File: src/rtl/rename_config.svh
/*
 * rename front end sizing
 * register file, ROB, reservation station
 * and free list capacities
 */
`ifndef RENAME_CONFIG_SVH
`define RENAME_CONFIG_SVH

// architectural and physical register counts
`define ARCH_REGS 32
`define PHYS_REGS 64

// in-flight window
`define ROB_DEPTH 16

// reservation station credits
`define RS_SLOTS 8

// tags not mapped at reset
`define FREE_DEPTH (`PHYS_REGS - `ARCH_REGS)

`endif

File: src/rtl/isa_pkg.sv
/*
 * RV32I subset definitions
 * instruction formats, major opcodes and the
 * control word produced by the decoder
 */
package isa_pkg;

    // ==============================
    // instruction formats
    // ==============================
    typedef union packed {
        struct packed {
            logic [6:0] funct7;
            logic [4:0] rs2;
            logic [4:0] rs1;
            logic [2:0] funct3;
            logic [4:0] rd;
            logic [6:0] opcode;
        } r;
        struct packed {
            logic [11:0] imm;
            logic [4:0]  rs1;
            logic [2:0]  funct3;
            logic [4:0]  rd;
            logic [6:0]  opcode;
        } i;
        struct packed {
            logic [6:0] imm_hi;
            logic [4:0] rs2;
            logic [4:0] rs1;
            logic [2:0] funct3;
            logic [4:0] imm_lo;
            logic [6:0] opcode;
        } s;
        struct packed {
            logic [19:0] imm;
            logic [4:0]  rd;
            logic [6:0]  opcode;
        } u;
    } inst_t;

    // major opcodes handled by the front end
    typedef enum logic [6:0] {
        OPC_OP     = 7'b0110011,
        OPC_OP_IMM = 7'b0010011,
        OPC_LOAD   = 7'b0000011,
        OPC_STORE  = 7'b0100011,
        OPC_BRANCH = 7'b1100011,
        OPC_LUI    = 7'b0110111,
        OPC_SYSTEM = 7'b1110011
    } opcode_e;

    // target functional unit
    typedef enum logic [1:0] {
        FU_ALU    = 2'd0,
        FU_MEM    = 2'd1,
        FU_BRANCH = 2'd2
    } fu_type_e;

    // decoded control word
    typedef struct packed {
        logic     has_dest;
        logic     uses_src1;
        logic     uses_src2;
        logic     rd_mem;
        logic     wr_mem;
        logic     cond_branch;
        logic     halt;
        logic     illegal;
        fu_type_e fu_type;
    } decode_t;

endpackage

File: src/rtl/rename_pkg.sv
/*
 * rename and dispatch types
 * tags, fetch packet, ROB and RS entries
 * and the control state of the stage
 */
`include "rename_config.svh"

package rename_pkg;
    import isa_pkg::*;

    // ==============================
    // register and queue indices
    // ==============================
    typedef logic [$clog2(`ARCH_REGS)-1:0] arch_reg_t;
    typedef logic [$clog2(`PHYS_REGS)-1:0] phys_tag_t;
    typedef logic [$clog2(`ROB_DEPTH)-1:0] rob_idx_t;

    // one fetched instruction
    typedef struct packed {
        inst_t       inst;
        logic [31:0] pc;
    } fetch_packet_t;

    // retire info, old_tag goes back to the free list
    typedef struct packed {
        arch_reg_t dest_arch;
        phys_tag_t old_tag;
        phys_tag_t new_tag;
    } rob_entry_t;

    // ==============================
    // reservation station entry
    // ==============================
    typedef struct packed {
        rob_idx_t    rob_idx;
        phys_tag_t   dest_tag;
        logic        dest_wen;
        phys_tag_t   src1_tag;
        logic        src1_ready;
        phys_tag_t   src2_tag;
        logic        src2_ready;
        fu_type_e    fu_type;
        logic [11:0] imm;
    } rs_entry_t;

    typedef enum logic [1:0] {
        INIT   = 2'd0,
        RUN    = 2'd1,
        DRAIN  = 2'd2,
        HALTED = 2'd3
    } disp_state_e;

endpackage

File: src/rtl/dispatch_fsm.sv
/*
 * dispatch control FSM
 * init fill, run, drain after halt,
 * then halted once the ROB is empty
 */
module dispatch_fsm
    import rename_pkg::*;
(
    input  logic        clock,
    input  logic        reset,
    input  logic        init_done_i,
    input  logic        halt_dispatched_i,
    input  logic        rob_empty_i,
    output logic        count_en_o,
    output logic        init_push_o,
    output logic        run_o,
    output disp_state_e state_o
);

    disp_state_e state_q;
    disp_state_e state_d;

    // ==============================
    // next state
    // ==============================
    always_comb begin
        state_d = state_q;
        case (state_q)
            INIT: begin
                if (init_done_i) begin
                    state_d = RUN;
                end
            end
            RUN: begin
                if (halt_dispatched_i) begin
                    state_d = DRAIN;
                end
            end
            DRAIN: begin
                // wait for the halt itself to retire
                if (rob_empty_i) begin
                    state_d = HALTED;
                end
            end
            default: state_d = HALTED;
        endcase
    end

    always_ff @(posedge clock) begin
        if (!reset) begin
            state_q <= INIT;
        end else begin
            state_q <= state_d;
        end
    end

    // fill the free list until the counter is done
    assign count_en_o  = (state_q == INIT) && !init_done_i;
    assign init_push_o = count_en_o;
    assign run_o       = (state_q == RUN);
    assign state_o     = state_q;

endmodule

File: src/rtl/dispatch_stage.sv
/*
 * rename and dispatch of one instruction
 * decodes, takes a free tag, records the ROB
 * entry and registers the RS entry
 * stall covers state, free list, ROB and RS credits
 */
`include "rename_config.svh"

module dispatch_stage
    import isa_pkg::*;
    import rename_pkg::*;
(
    input  logic          clock,
    input  logic          reset,
    input  logic          fetch_valid_i,
    input  fetch_packet_t fetch_packet_i,
    input  logic          run_i,
    input  logic          issue_i,
    input  logic          free_empty_i,
    input  phys_tag_t     free_tag_i,
    output logic          free_pop_o,
    output arch_reg_t     src1_arch_o,
    output arch_reg_t     src2_arch_o,
    input  phys_tag_t     src1_tag_i,
    input  phys_tag_t     src2_tag_i,
    input  logic          src1_ready_i,
    input  logic          src2_ready_i,
    output arch_reg_t     dest_arch_o,
    input  phys_tag_t     old_tag_i,
    output logic          rename_o,
    input  logic          rob_full_i,
    input  rob_idx_t      rob_idx_i,
    output logic          rob_push_o,
    output rob_entry_t    rob_entry_o,
    output logic          rs_valid_o,
    output rs_entry_t     rs_entry_o,
    output logic          halt_o,
    output logic          stall_o
);

    decode_t                    dec;
    logic                       accept;
    logic                       dest_wen;
    logic [11:0]                imm;
    logic [$clog2(`RS_SLOTS):0] credit_q;
    rs_entry_t                  rs_next;
    rs_entry_t                  rs_q;
    logic                       rs_valid_q;

    inst_decoder i_inst_decoder (
        .inst_i   (fetch_packet_i.inst),
        .decode_o (dec)
    );

    // ==============================
    // rename control
    // ==============================
    assign src1_arch_o = fetch_packet_i.inst.r.rs1;
    assign src2_arch_o = fetch_packet_i.inst.r.rs2;
    assign dest_arch_o = fetch_packet_i.inst.r.rd;

    assign stall_o  = !run_i || free_empty_i || rob_full_i || (credit_q == '0);
    assign accept   = fetch_valid_i && !stall_o;
    // x0 writes take no tag
    assign dest_wen = dec.has_dest && (fetch_packet_i.inst.r.rd != '0);

    assign free_pop_o = accept && dest_wen;
    assign rename_o   = free_pop_o;
    assign rob_push_o = accept;
    assign halt_o     = accept && dec.halt;

    always_comb begin
        rob_entry_o.dest_arch = dest_wen ? fetch_packet_i.inst.r.rd : '0;
        rob_entry_o.old_tag   = dest_wen ? old_tag_i : '0;
        rob_entry_o.new_tag   = dest_wen ? free_tag_i : '0;
    end

    // low 12 immediate bits per format
    always_comb begin
        if (dec.wr_mem || dec.cond_branch) begin
            imm = {fetch_packet_i.inst.s.imm_hi, fetch_packet_i.inst.s.imm_lo};
        end else if (fetch_packet_i.inst.u.opcode == OPC_LUI) begin
            imm = fetch_packet_i.inst.u.imm[11:0];
        end else begin
            imm = fetch_packet_i.inst.i.imm;
        end
    end

    // unused source reads as tag 0, ready
    always_comb begin
        rs_next.rob_idx    = rob_idx_i;
        rs_next.dest_tag   = dest_wen ? free_tag_i : '0;
        rs_next.dest_wen   = dest_wen;
        rs_next.src1_tag   = dec.uses_src1 ? src1_tag_i : '0;
        rs_next.src1_ready = dec.uses_src1 ? src1_ready_i : 1'b1;
        rs_next.src2_tag   = dec.uses_src2 ? src2_tag_i : '0;
        rs_next.src2_ready = dec.uses_src2 ? src2_ready_i : 1'b1;
        rs_next.fu_type    = dec.fu_type;
        rs_next.imm        = imm;
    end

    // ==============================
    // RS credits and output register
    // ==============================
    always_ff @(posedge clock) begin
        if (!reset) begin
            credit_q   <= `RS_SLOTS;
            rs_valid_q <= 1'b0;
        end else begin
            rs_valid_q <= accept;
            case ({accept, issue_i})
                2'b10:   credit_q <= credit_q - 1'b1;
                2'b01:   credit_q <= credit_q + 1'b1;
                default: credit_q <= credit_q;
            endcase
        end
    end

    always_ff @(posedge clock) begin
        if (accept) begin
            rs_q <= rs_next;
        end
    end

    assign rs_valid_o = rs_valid_q;
    assign rs_entry_o = rs_q;

    // fetch honors stall, no back-pressure path exists
    a_no_fetch_on_stall: assert property (@(posedge clock) disable iff (!reset)
        fetch_valid_i |-> !stall_o);

endmodule

File: src/rtl/init_counter.sv
/*
 * free list fill counter
 * walks the tags above the architectural range
 * and flags when the last one is out
 */
`include "rename_config.svh"

module init_counter
    import rename_pkg::*;
(
    input  logic      clock,
    input  logic      reset,
    input  logic      count_en_i,
    output phys_tag_t tag_o,
    output logic      done_o
);

    phys_tag_t count_q;
    logic      done_q;

    assign tag_o  = count_q;
    assign done_o = done_q;

    always_ff @(posedge clock) begin
        if (!reset) begin
            count_q <= phys_tag_t'(`ARCH_REGS);
            done_q  <= 1'b0;
        end else if (count_en_i && !done_q) begin
            // last tag sets done and holds
            if (count_q == phys_tag_t'(`PHYS_REGS - 1)) begin
                done_q <= 1'b1;
            end else begin
                count_q <= count_q + 1'b1;
            end
        end
    end

endmodule

File: src/rtl/inst_decoder.sv
/*
 * RV32I subset decoder
 * maps opcode and funct3 onto unit type,
 * memory flags and register use flags
 */
module inst_decoder
    import isa_pkg::*;
(
    input  inst_t   inst_i,
    output decode_t decode_o
);

    always_comb begin
        decode_o = '0;
        decode_o.fu_type = FU_ALU;
        case (inst_i.r.opcode)
            OPC_OP: begin
                decode_o.has_dest  = 1'b1;
                decode_o.uses_src1 = 1'b1;
                decode_o.uses_src2 = 1'b1;
                // only add/sub style funct7 codes
                decode_o.illegal   = !(inst_i.r.funct7 inside {7'h00, 7'h20});
            end
            OPC_OP_IMM: begin
                decode_o.has_dest  = 1'b1;
                decode_o.uses_src1 = 1'b1;
            end
            OPC_LOAD: begin
                decode_o.has_dest  = 1'b1;
                decode_o.uses_src1 = 1'b1;
                decode_o.rd_mem    = 1'b1;
                decode_o.fu_type   = FU_MEM;
                // lb lh lw lbu lhu
                decode_o.illegal   = inst_i.i.funct3 inside {3'b011, 3'b110, 3'b111};
            end
            OPC_STORE: begin
                decode_o.uses_src1 = 1'b1;
                decode_o.uses_src2 = 1'b1;
                decode_o.wr_mem    = 1'b1;
                decode_o.fu_type   = FU_MEM;
                // sb sh sw only
                decode_o.illegal   = inst_i.s.funct3 > 3'b010;
            end
            OPC_BRANCH: begin
                decode_o.uses_src1   = 1'b1;
                decode_o.uses_src2   = 1'b1;
                decode_o.cond_branch = 1'b1;
                decode_o.fu_type     = FU_BRANCH;
                decode_o.illegal     = inst_i.s.funct3 inside {3'b010, 3'b011};
            end
            OPC_LUI: begin
                decode_o.has_dest = 1'b1;
            end
            OPC_SYSTEM: begin
                // ebreak stops the machine, nothing else supported
                decode_o.halt    = (inst_i.i.funct3 == 3'b000) && (inst_i.i.imm == 12'h001);
                decode_o.illegal = !decode_o.halt;
            end
            default: begin
                decode_o.illegal = 1'b1;
            end
        endcase
        // illegal ops never write a register
        if (decode_o.illegal) begin
            decode_o.has_dest = 1'b0;
        end
    end

endmodule

File: src/rtl/map_table.sv
/*
 * register map table
 * architectural to physical mapping and one
 * ready bit per physical tag
 */
`include "rename_config.svh"

module map_table
    import rename_pkg::*;
(
    input  logic      clock,
    input  logic      reset,
    input  arch_reg_t src1_arch_i,
    input  arch_reg_t src2_arch_i,
    output phys_tag_t src1_tag_o,
    output phys_tag_t src2_tag_o,
    output logic      src1_ready_o,
    output logic      src2_ready_o,
    input  arch_reg_t dest_arch_i,
    output phys_tag_t old_tag_o,
    input  logic      rename_i,
    input  phys_tag_t new_tag_i,
    input  logic      wb_valid_i,
    input  phys_tag_t wb_tag_i
);

    phys_tag_t              map_q [`ARCH_REGS];
    logic [`PHYS_REGS-1:0]  ready_q;

    // lookups see state before the edge
    assign src1_tag_o   = map_q[src1_arch_i];
    assign src2_tag_o   = map_q[src2_arch_i];
    assign src1_ready_o = ready_q[src1_tag_o];
    assign src2_ready_o = ready_q[src2_tag_o];
    assign old_tag_o    = map_q[dest_arch_i];

    always_ff @(posedge clock) begin
        if (!reset) begin
            // identity map, everything ready
            for (int r = 0; r < `ARCH_REGS; r++) begin
                map_q[r] <= phys_tag_t'(r);
            end
            ready_q <= '1;
        end else begin
            if (wb_valid_i) begin
                ready_q[wb_tag_i] <= 1'b1;
            end
            // rename after writeback, new tag goes pending
            if (rename_i) begin
                map_q[dest_arch_i] <= new_tag_i;
                ready_q[new_tag_i] <= 1'b0;
            end
        end
    end

    // x0 stays on tag 0, dispatch must filter it
    a_no_x0_rename: assert property (@(posedge clock) disable iff (!reset)
        rename_i |-> dest_arch_i != '0);

endmodule

File: src/rtl/rename_dispatch.sv
/*
 * rename and dispatch front end top
 * free list and ROB FIFOs, map table, init
 * counter, control FSM and the dispatch stage
 */
`include "rename_config.svh"

module rename_dispatch
    import rename_pkg::*;
(
    input  logic          clock,
    input  logic          reset,
    input  logic          fetch_valid_i,
    input  fetch_packet_t fetch_packet_i,
    input  logic          commit_i,
    input  logic          issue_i,
    input  logic          wb_valid_i,
    input  phys_tag_t     wb_tag_i,
    output logic          rs_valid_o,
    output rs_entry_t     rs_entry_o,
    output logic          stall_o,
    output logic          halted_o
);

    logic        count_en, init_push, init_done, run, halt_disp;
    disp_state_e state;
    phys_tag_t   init_tag, free_head, free_data;
    logic        free_push, free_pop, free_empty;
    logic        rob_push, rob_pop, rob_empty, rob_full;
    rob_entry_t  rob_head, rob_entry;
    rob_idx_t    rob_idx;
    arch_reg_t   src1_arch, src2_arch, dest_arch;
    phys_tag_t   src1_tag, src2_tag, old_tag;
    logic        src1_ready, src2_ready, rename;

    // ==============================
    // retire and free list refill
    // ==============================
    // commit on an empty ROB is dropped
    assign rob_pop   = commit_i && !rob_empty;
    // init fill and commit never overlap, tag 0 never freed
    assign free_push = init_push || (rob_pop && (rob_head.old_tag != '0));
    assign free_data = init_push ? init_tag : rob_head.old_tag;
    assign halted_o  = (state == HALTED);

    init_counter i_init_counter (
        .clock (clock), .reset (reset), .count_en_i (count_en),
        .tag_o (init_tag), .done_o (init_done)
    );

    dispatch_fsm i_dispatch_fsm (
        .clock (clock), .reset (reset), .init_done_i (init_done),
        .halt_dispatched_i (halt_disp), .rob_empty_i (rob_empty),
        .count_en_o (count_en), .init_push_o (init_push), .run_o (run), .state_o (state)
    );

    tag_fifo #(.payload_t(phys_tag_t), .DEPTH(`FREE_DEPTH)) i_free_list (
        .clock (clock), .reset (reset), .push_i (free_push), .push_data_i (free_data),
        .pop_i (free_pop), .head_o (free_head), .tail_idx_o (),
        .empty_o (free_empty), .full_o ()
    );

    tag_fifo #(.payload_t(rob_entry_t), .DEPTH(`ROB_DEPTH)) i_rob (
        .clock (clock), .reset (reset), .push_i (rob_push), .push_data_i (rob_entry),
        .pop_i (rob_pop), .head_o (rob_head), .tail_idx_o (rob_idx),
        .empty_o (rob_empty), .full_o (rob_full)
    );

    map_table i_map_table (
        .clock (clock), .reset (reset),
        .src1_arch_i (src1_arch), .src2_arch_i (src2_arch),
        .src1_tag_o (src1_tag), .src2_tag_o (src2_tag),
        .src1_ready_o (src1_ready), .src2_ready_o (src2_ready),
        .dest_arch_i (dest_arch), .old_tag_o (old_tag),
        .rename_i (rename), .new_tag_i (free_head),
        .wb_valid_i (wb_valid_i), .wb_tag_i (wb_tag_i)
    );

    dispatch_stage i_dispatch_stage (
        .clock (clock), .reset (reset),
        .fetch_valid_i (fetch_valid_i), .fetch_packet_i (fetch_packet_i),
        .run_i (run), .issue_i (issue_i),
        .free_empty_i (free_empty), .free_tag_i (free_head), .free_pop_o (free_pop),
        .src1_arch_o (src1_arch), .src2_arch_o (src2_arch),
        .src1_tag_i (src1_tag), .src2_tag_i (src2_tag),
        .src1_ready_i (src1_ready), .src2_ready_i (src2_ready),
        .dest_arch_o (dest_arch), .old_tag_i (old_tag), .rename_o (rename),
        .rob_full_i (rob_full), .rob_idx_i (rob_idx),
        .rob_push_o (rob_push), .rob_entry_o (rob_entry),
        .rs_valid_o (rs_valid_o), .rs_entry_o (rs_entry_o),
        .halt_o (halt_disp), .stall_o (stall_o)
    );

    // retire source must track the ROB
    a_no_commit_empty: assert property (@(posedge clock) disable iff (!reset)
        commit_i |-> !rob_empty);

endmodule

File: src/rtl/tag_fifo.sv
/*
 * circular FIFO with wrap bit
 * payload type is a parameter so the same
 * queue holds free tags and ROB entries
 */
module tag_fifo #(
    parameter type payload_t = logic [7:0],
    parameter int  DEPTH     = 16
) (
    input  logic                     clock,
    input  logic                     reset,
    input  logic                     push_i,
    input  payload_t                 push_data_i,
    input  logic                     pop_i,
    output payload_t                 head_o,
    output logic [$clog2(DEPTH)-1:0] tail_idx_o,
    output logic                     empty_o,
    output logic                     full_o
);

    localparam int AW = $clog2(DEPTH);

    payload_t    mem [DEPTH];
    // msb of each pointer is the wrap bit
    logic [AW:0] head_q;
    logic [AW:0] tail_q;

    assign head_o     = mem[head_q[AW-1:0]];
    assign tail_idx_o = tail_q[AW-1:0];
    assign empty_o    = (head_q == tail_q);
    assign full_o     = (head_q[AW-1:0] == tail_q[AW-1:0]) && (head_q[AW] != tail_q[AW]);

    // ==============================
    // pointers
    // ==============================
    always_ff @(posedge clock) begin
        if (!reset) begin
            head_q <= '0;
            tail_q <= '0;
        end else begin
            if (push_i) begin
                tail_q <= tail_q + 1'b1;
            end
            if (pop_i) begin
                head_q <= head_q + 1'b1;
            end
        end
    end

    // storage
    always_ff @(posedge clock) begin
        if (push_i) begin
            mem[tail_q[AW-1:0]] <= push_data_i;
        end
    end

    // callers gate on full and empty
    a_no_push_full: assert property (@(posedge clock) disable iff (!reset)
        push_i |-> !full_o || pop_i);
    a_no_pop_empty: assert property (@(posedge clock) disable iff (!reset)
        pop_i |-> !empty_o);

endmodule

File: config.mk
export PLATFORM = sky130hd
export DESIGN_NAME = rename_dispatch
export DESIGN_NICKNAME = d
export VERILOG_FILES = /design/src/rtl/isa_pkg.sv /design/src/rtl/rename_pkg.sv /design/src/rtl/dispatch_fsm.sv /design/src/rtl/dispatch_stage.sv /design/src/rtl/init_counter.sv /design/src/rtl/inst_decoder.sv /design/src/rtl/map_table.sv /design/src/rtl/rename_dispatch.sv /design/src/rtl/tag_fifo.sv
export VERILOG_INCLUDE_DIRS = /design/src /design/src/rtl
export SDC_FILE = /design/constraint.sdc
export NUM_CORES = 1
export LEC_CHECK = 0
export ABC_AREA = 1
export BUFFER_PORTS_ARGS = -buffer_cell sky130_fd_sc_hd__buf_4
export CAP_MARGIN = 40
export CORE_MARGIN = 3
export CORE_UTILIZATION = 43
export DETAILED_ROUTE_END_ITERATION = 6
export PLACE_DENSITY = 0.63
export SYNTH_ARGS = -nofsm -noshare
export SYNTH_HDL_FRONTEND = slang
export SYNTH_SLANG_ARGS = --single-unit
File: constraint.sdc
create_clock -name clock -period 6.9 [get_ports clock]
set_input_delay 0 -clock clock [delete_from_list [all_inputs] [get_ports clock]]
set_output_delay 0 -clock clock [all_outputs]
set_load 0.01 [all_outputs]
==> results by group <==
Clock network
  – Buffer depth of the longest clock path: 3
  – Number of buffers inserted during clock tree synthesis: 68
  – Worst skew pair latency: 620 ps
  – Root buffer cell: clkbuf_16
  – Clock transition at the register clock pins on the worst setup and hold paths after CTS: 70 ps
  – Maximum level of the CTS H-tree: 3
  – Clock tree from TritonCTS: done
  – # clock sinks: 628

Setup path
  – Crit path arrival time: 4540 ps
  – Critical path cell sequence: inv_4, buf_4, o21ai_0, o22ai_1, o21ai_0, o21ai_0, nand2_1, o21ai_4, inv_4, nor3_2, a21oi_1
  – Required time of the critical path: 7350 ps
  – Nature of the critical path startpoint: flip-flop
  – CP most frequent cell: o21ai_0
  – Category of the most critical setup path: flip-flop to flip-flop
  – Crit path max fanout: 49
  – Max stage delay cell, worst path: nor3_2
  – Cell type group with the largest total delay on the critical path: buffers and inverters
  – Delay of the slowest cell on the worst path: 830 ps
  – Crit. End Element: flip-flop
  – Combined buffer and inverter count along the critical path: 3

Synth
  – Adder-cell share of the synthesized area: 0.6195%
  – Area fraction of the dominant cell type after synthesis: 49.47%
  – Count of distinct cell types in the synthesized netlist: 57
  – Avg Cell Area, Syn: 9.113 um^2
  – Main combinational cell family by area after synthesis: simple AND/OR/NAND/NOR gates
  – Sequential cell area fraction in the yosys report: 56.39%
  – Synthesized netlist cell count: 3457
  – Cell taking the most area after synthesis: edfxtp_1
  – Fraction of synthesized area in multiplexers: 0%
  – Most area-consuming cells after synthesis: edfxtp_1 (49%), dfxtp_1 (6.9%), nand2_1 (6.3%)
  – Synth Warn #: 0
  – Number of register bits inferred by synthesis: 628
  – Ys async rst share: 0%
  – Most frequently used flop master after synthesis: edfxtp_1
  – Synth Cell Area: 31510 um^2
  – XOR/XNOR share of the synthesized area: 0.2780%
  – Area fraction in compound gates after synthesis: 16.27%
  – Simple-gate area share of the yosys netlist: 18.99%
  – Number of flops mapped to enable cells by yosys: 519

Die
  – Cell row count: 98
  – Width of the die: 276.7 um
  – I/O pin count: 118
  – Die area: 76550 um^2
  – Die span in y: 276.7 um
  – Core Area: 71980 um^2
  – Initial core utilization: 43.77%

Timing
  – Highest achievable clock rate: 244.3 MHz
  – Final clock period utilization by the worst path: 59.32%
  – Final Slew Violations: 0
  – Post-Route Setup TNS: 0 ps
  – Final setup fails: 0
  – Final clock skew: 25.71 ps
  – RSZ-0062 raised after global routing: false
  – Worst slew pin tran: 956.5 ps
  – Worst slew margin: 35.75%
  – Worst Hold Margin: 68.21 ps
  – Total count of hold-check failures in the final report: 0
  – Final Critical Period: 4093 ps

Place
  – Detail Placement HPWL: 62630 um
  – Placer congestion estimate: 0.9566
  – Number of buffers added on ports: 85

Drt
  – Number of vias in the routed layout: 26580
  – Average wire length per cell after detail routing: 21.95 um
  – DRC viols: 0
  – DR vias/cell: 5.897
  – Aggregate routed wire length: 98930 um
  – Post-route antenna net violation count: 0
  – Detailed Routing Iterations Pass 1: 6
  – Number of design-rule violations left by the first detailed-router iteration: 3470

Power and ir drop
  – Maximum vdd drop: 0.0001927 V
  – P per Cell Area: 245.3 nW/um^2
  – Leakage Power: 13.25 nW

Global route
  – Wire length of the first global-routing pass: 149600 um
  – Via count of the first global-routing pass: 24520
  – All-Layer GR Usage: 24.98%
  – Largest net degree at the start of global routing: 73
  – Number of antenna violations at the first check in global routing: 1
  – Aggregate global routing overflow: 0

Layout
  – Antenna Diode Count: 0
  – Area growth from synthesis to layout: 12.60%
  – Fillers: 6630
  – Commonest cells after routing, fill and taps aside: nand2_1 (523), edfxtp_1 (519), nor2_1 (430)
  – Commonest non-fill, non-tap cell in the layout: nand2_1
  – Fraction of layout cells with a size suffix above 1: 10.12%
  – NumNets Final: 3594

Min path
  – Classification of the worst-slack hold path: primary input to flip-flop

Run status
  – Run status: complete, no violations

Run
  – Total of max-cap violations: 0
==> repair_timing <==
action,CTS,global route
buffers inserted,0,0
resized for setup,0,0
hold buffers,33,0
endpoints found under the hold margin,68,0
==> Yosys cell counts, types with 58 or more instances <==
cell type	n
nand3_1	344
dfxtp_1	109
o22ai_1	107
nand2_1	525
nor2_1	430
clkbuf_1	82
a21oi_1	210
buf_2	84
o221ai_1	58
edfxtp_1	519
a211oi_1	58
inv_1	283
o21ai_0	354
==> worst register-to-register path: cells and delay by family (launching register included) <==
kind,cells,cell delay (ps)
flops,1,460
buf+inv,3,1290
simple gates,2,1010
compound gates,6,1170
==> where the power goes <==
group / switching, mW / leakage [nW] / total, mW / internal, mW
sequential: 0.0312 / 5.55 / 4.16 / 4.13
clock: 1.56 / 1.10 / 3.69 / 2.13
combinational: 0.635 / 6.59 / 0.855 / 0.220
total: 2.22 / 13.2 / 8.70 / 6.48
==> through the flow <==
step	total power, mW	area [um^2]	cells	utilization, %	setup slack (ps)
after global routing	8.948	35480	4507	49.29	2521
final	8.702	35480	4507	49.29	2807
after global placement	5.028	32620	4322	45.32	2693
after CTS	8.714	35480	4507	49.29	2818
after detailed placement	5.049	32880	4350	45.69	2708
after floorplan	4.762	31520	3462	-	3986
==> state kept, by name, indices dropped and copies added, names as in the netlist, named ones only <==
| name | cells |
|---|---|
| i_free_list.tail_q | 6 |
| i_free_list.mem | 192 |
| i_dispatch_stage.credit_q | 4 |
| i_rob.tail_q | 5 |
| i_dispatch_stage.rs_entry_o | 39 |
| i_map_table.ready_q | 64 |
| i_rob.head_q | 5 |
| i_init_counter.tag_o | 6 |
| i_free_list.head_q | 6 |
| i_dispatch_fsm.state_o | 2 |
| i_rob.mem | 96 |
| i_map_table.map_q | 192 |
| i_dispatch_stage.rs_valid_o | 1 |
| i_init_counter.done_o | 1 |
==> kinds of logic (layout without fill, tap and decap cells) <==
logic type | Yosys count | count (layout)
and+or+nand+nor | 1402 | 1402
AOI/OAI and AO/OA | 870 | 870
DFF | 628 | 628
buffers and inverters | 531 | 626
adders and majority gates | 15 | 15
xor gates and xnor gates | 10 | 10
other | 1 | 6
==> metal layers <==
metal	GRT usage [%]	up-vias	wire length, um
li1	-	12290	-
met1	35.60	12530	41940
met2	37.82	1493	43400
met3	4.426	266	9739
met4	10.13	2	3838
met5	0	-	9
==> area by class of cell <==
cell class	count	area (um^2)	share of cell area, %
flip-flops and latches	628	17770	50.09
well taps	950	1189	3.351
multi-input cells	2303	11520	32.49
clock buffers	101	1981	5.583
inverters	315	1191	3.358
repair buffers	187	1541	4.345
clock inverters	23	280.3	0.7900
==> path summary, 6_finish.rpt <==
| path | start | endpoint | slack (ps) | cells after the start |
|---|---|---|---|---|
| setup reg to reg | flip-flop | i_map_table.ready_q[9] | 2810 | 11 |
| hold / removal | wb_tag_i[4] | i_map_table.ready_q[37] | 70 | 5 |
| hold reg to reg | i_init_counter.done_o | i_init_counter.done_o | 490 | 2 |
| setup / recovery | flip-flop | i_map_table.ready_q[9] | 2810 | 11 |
Power figures use the tool's default switching activity.
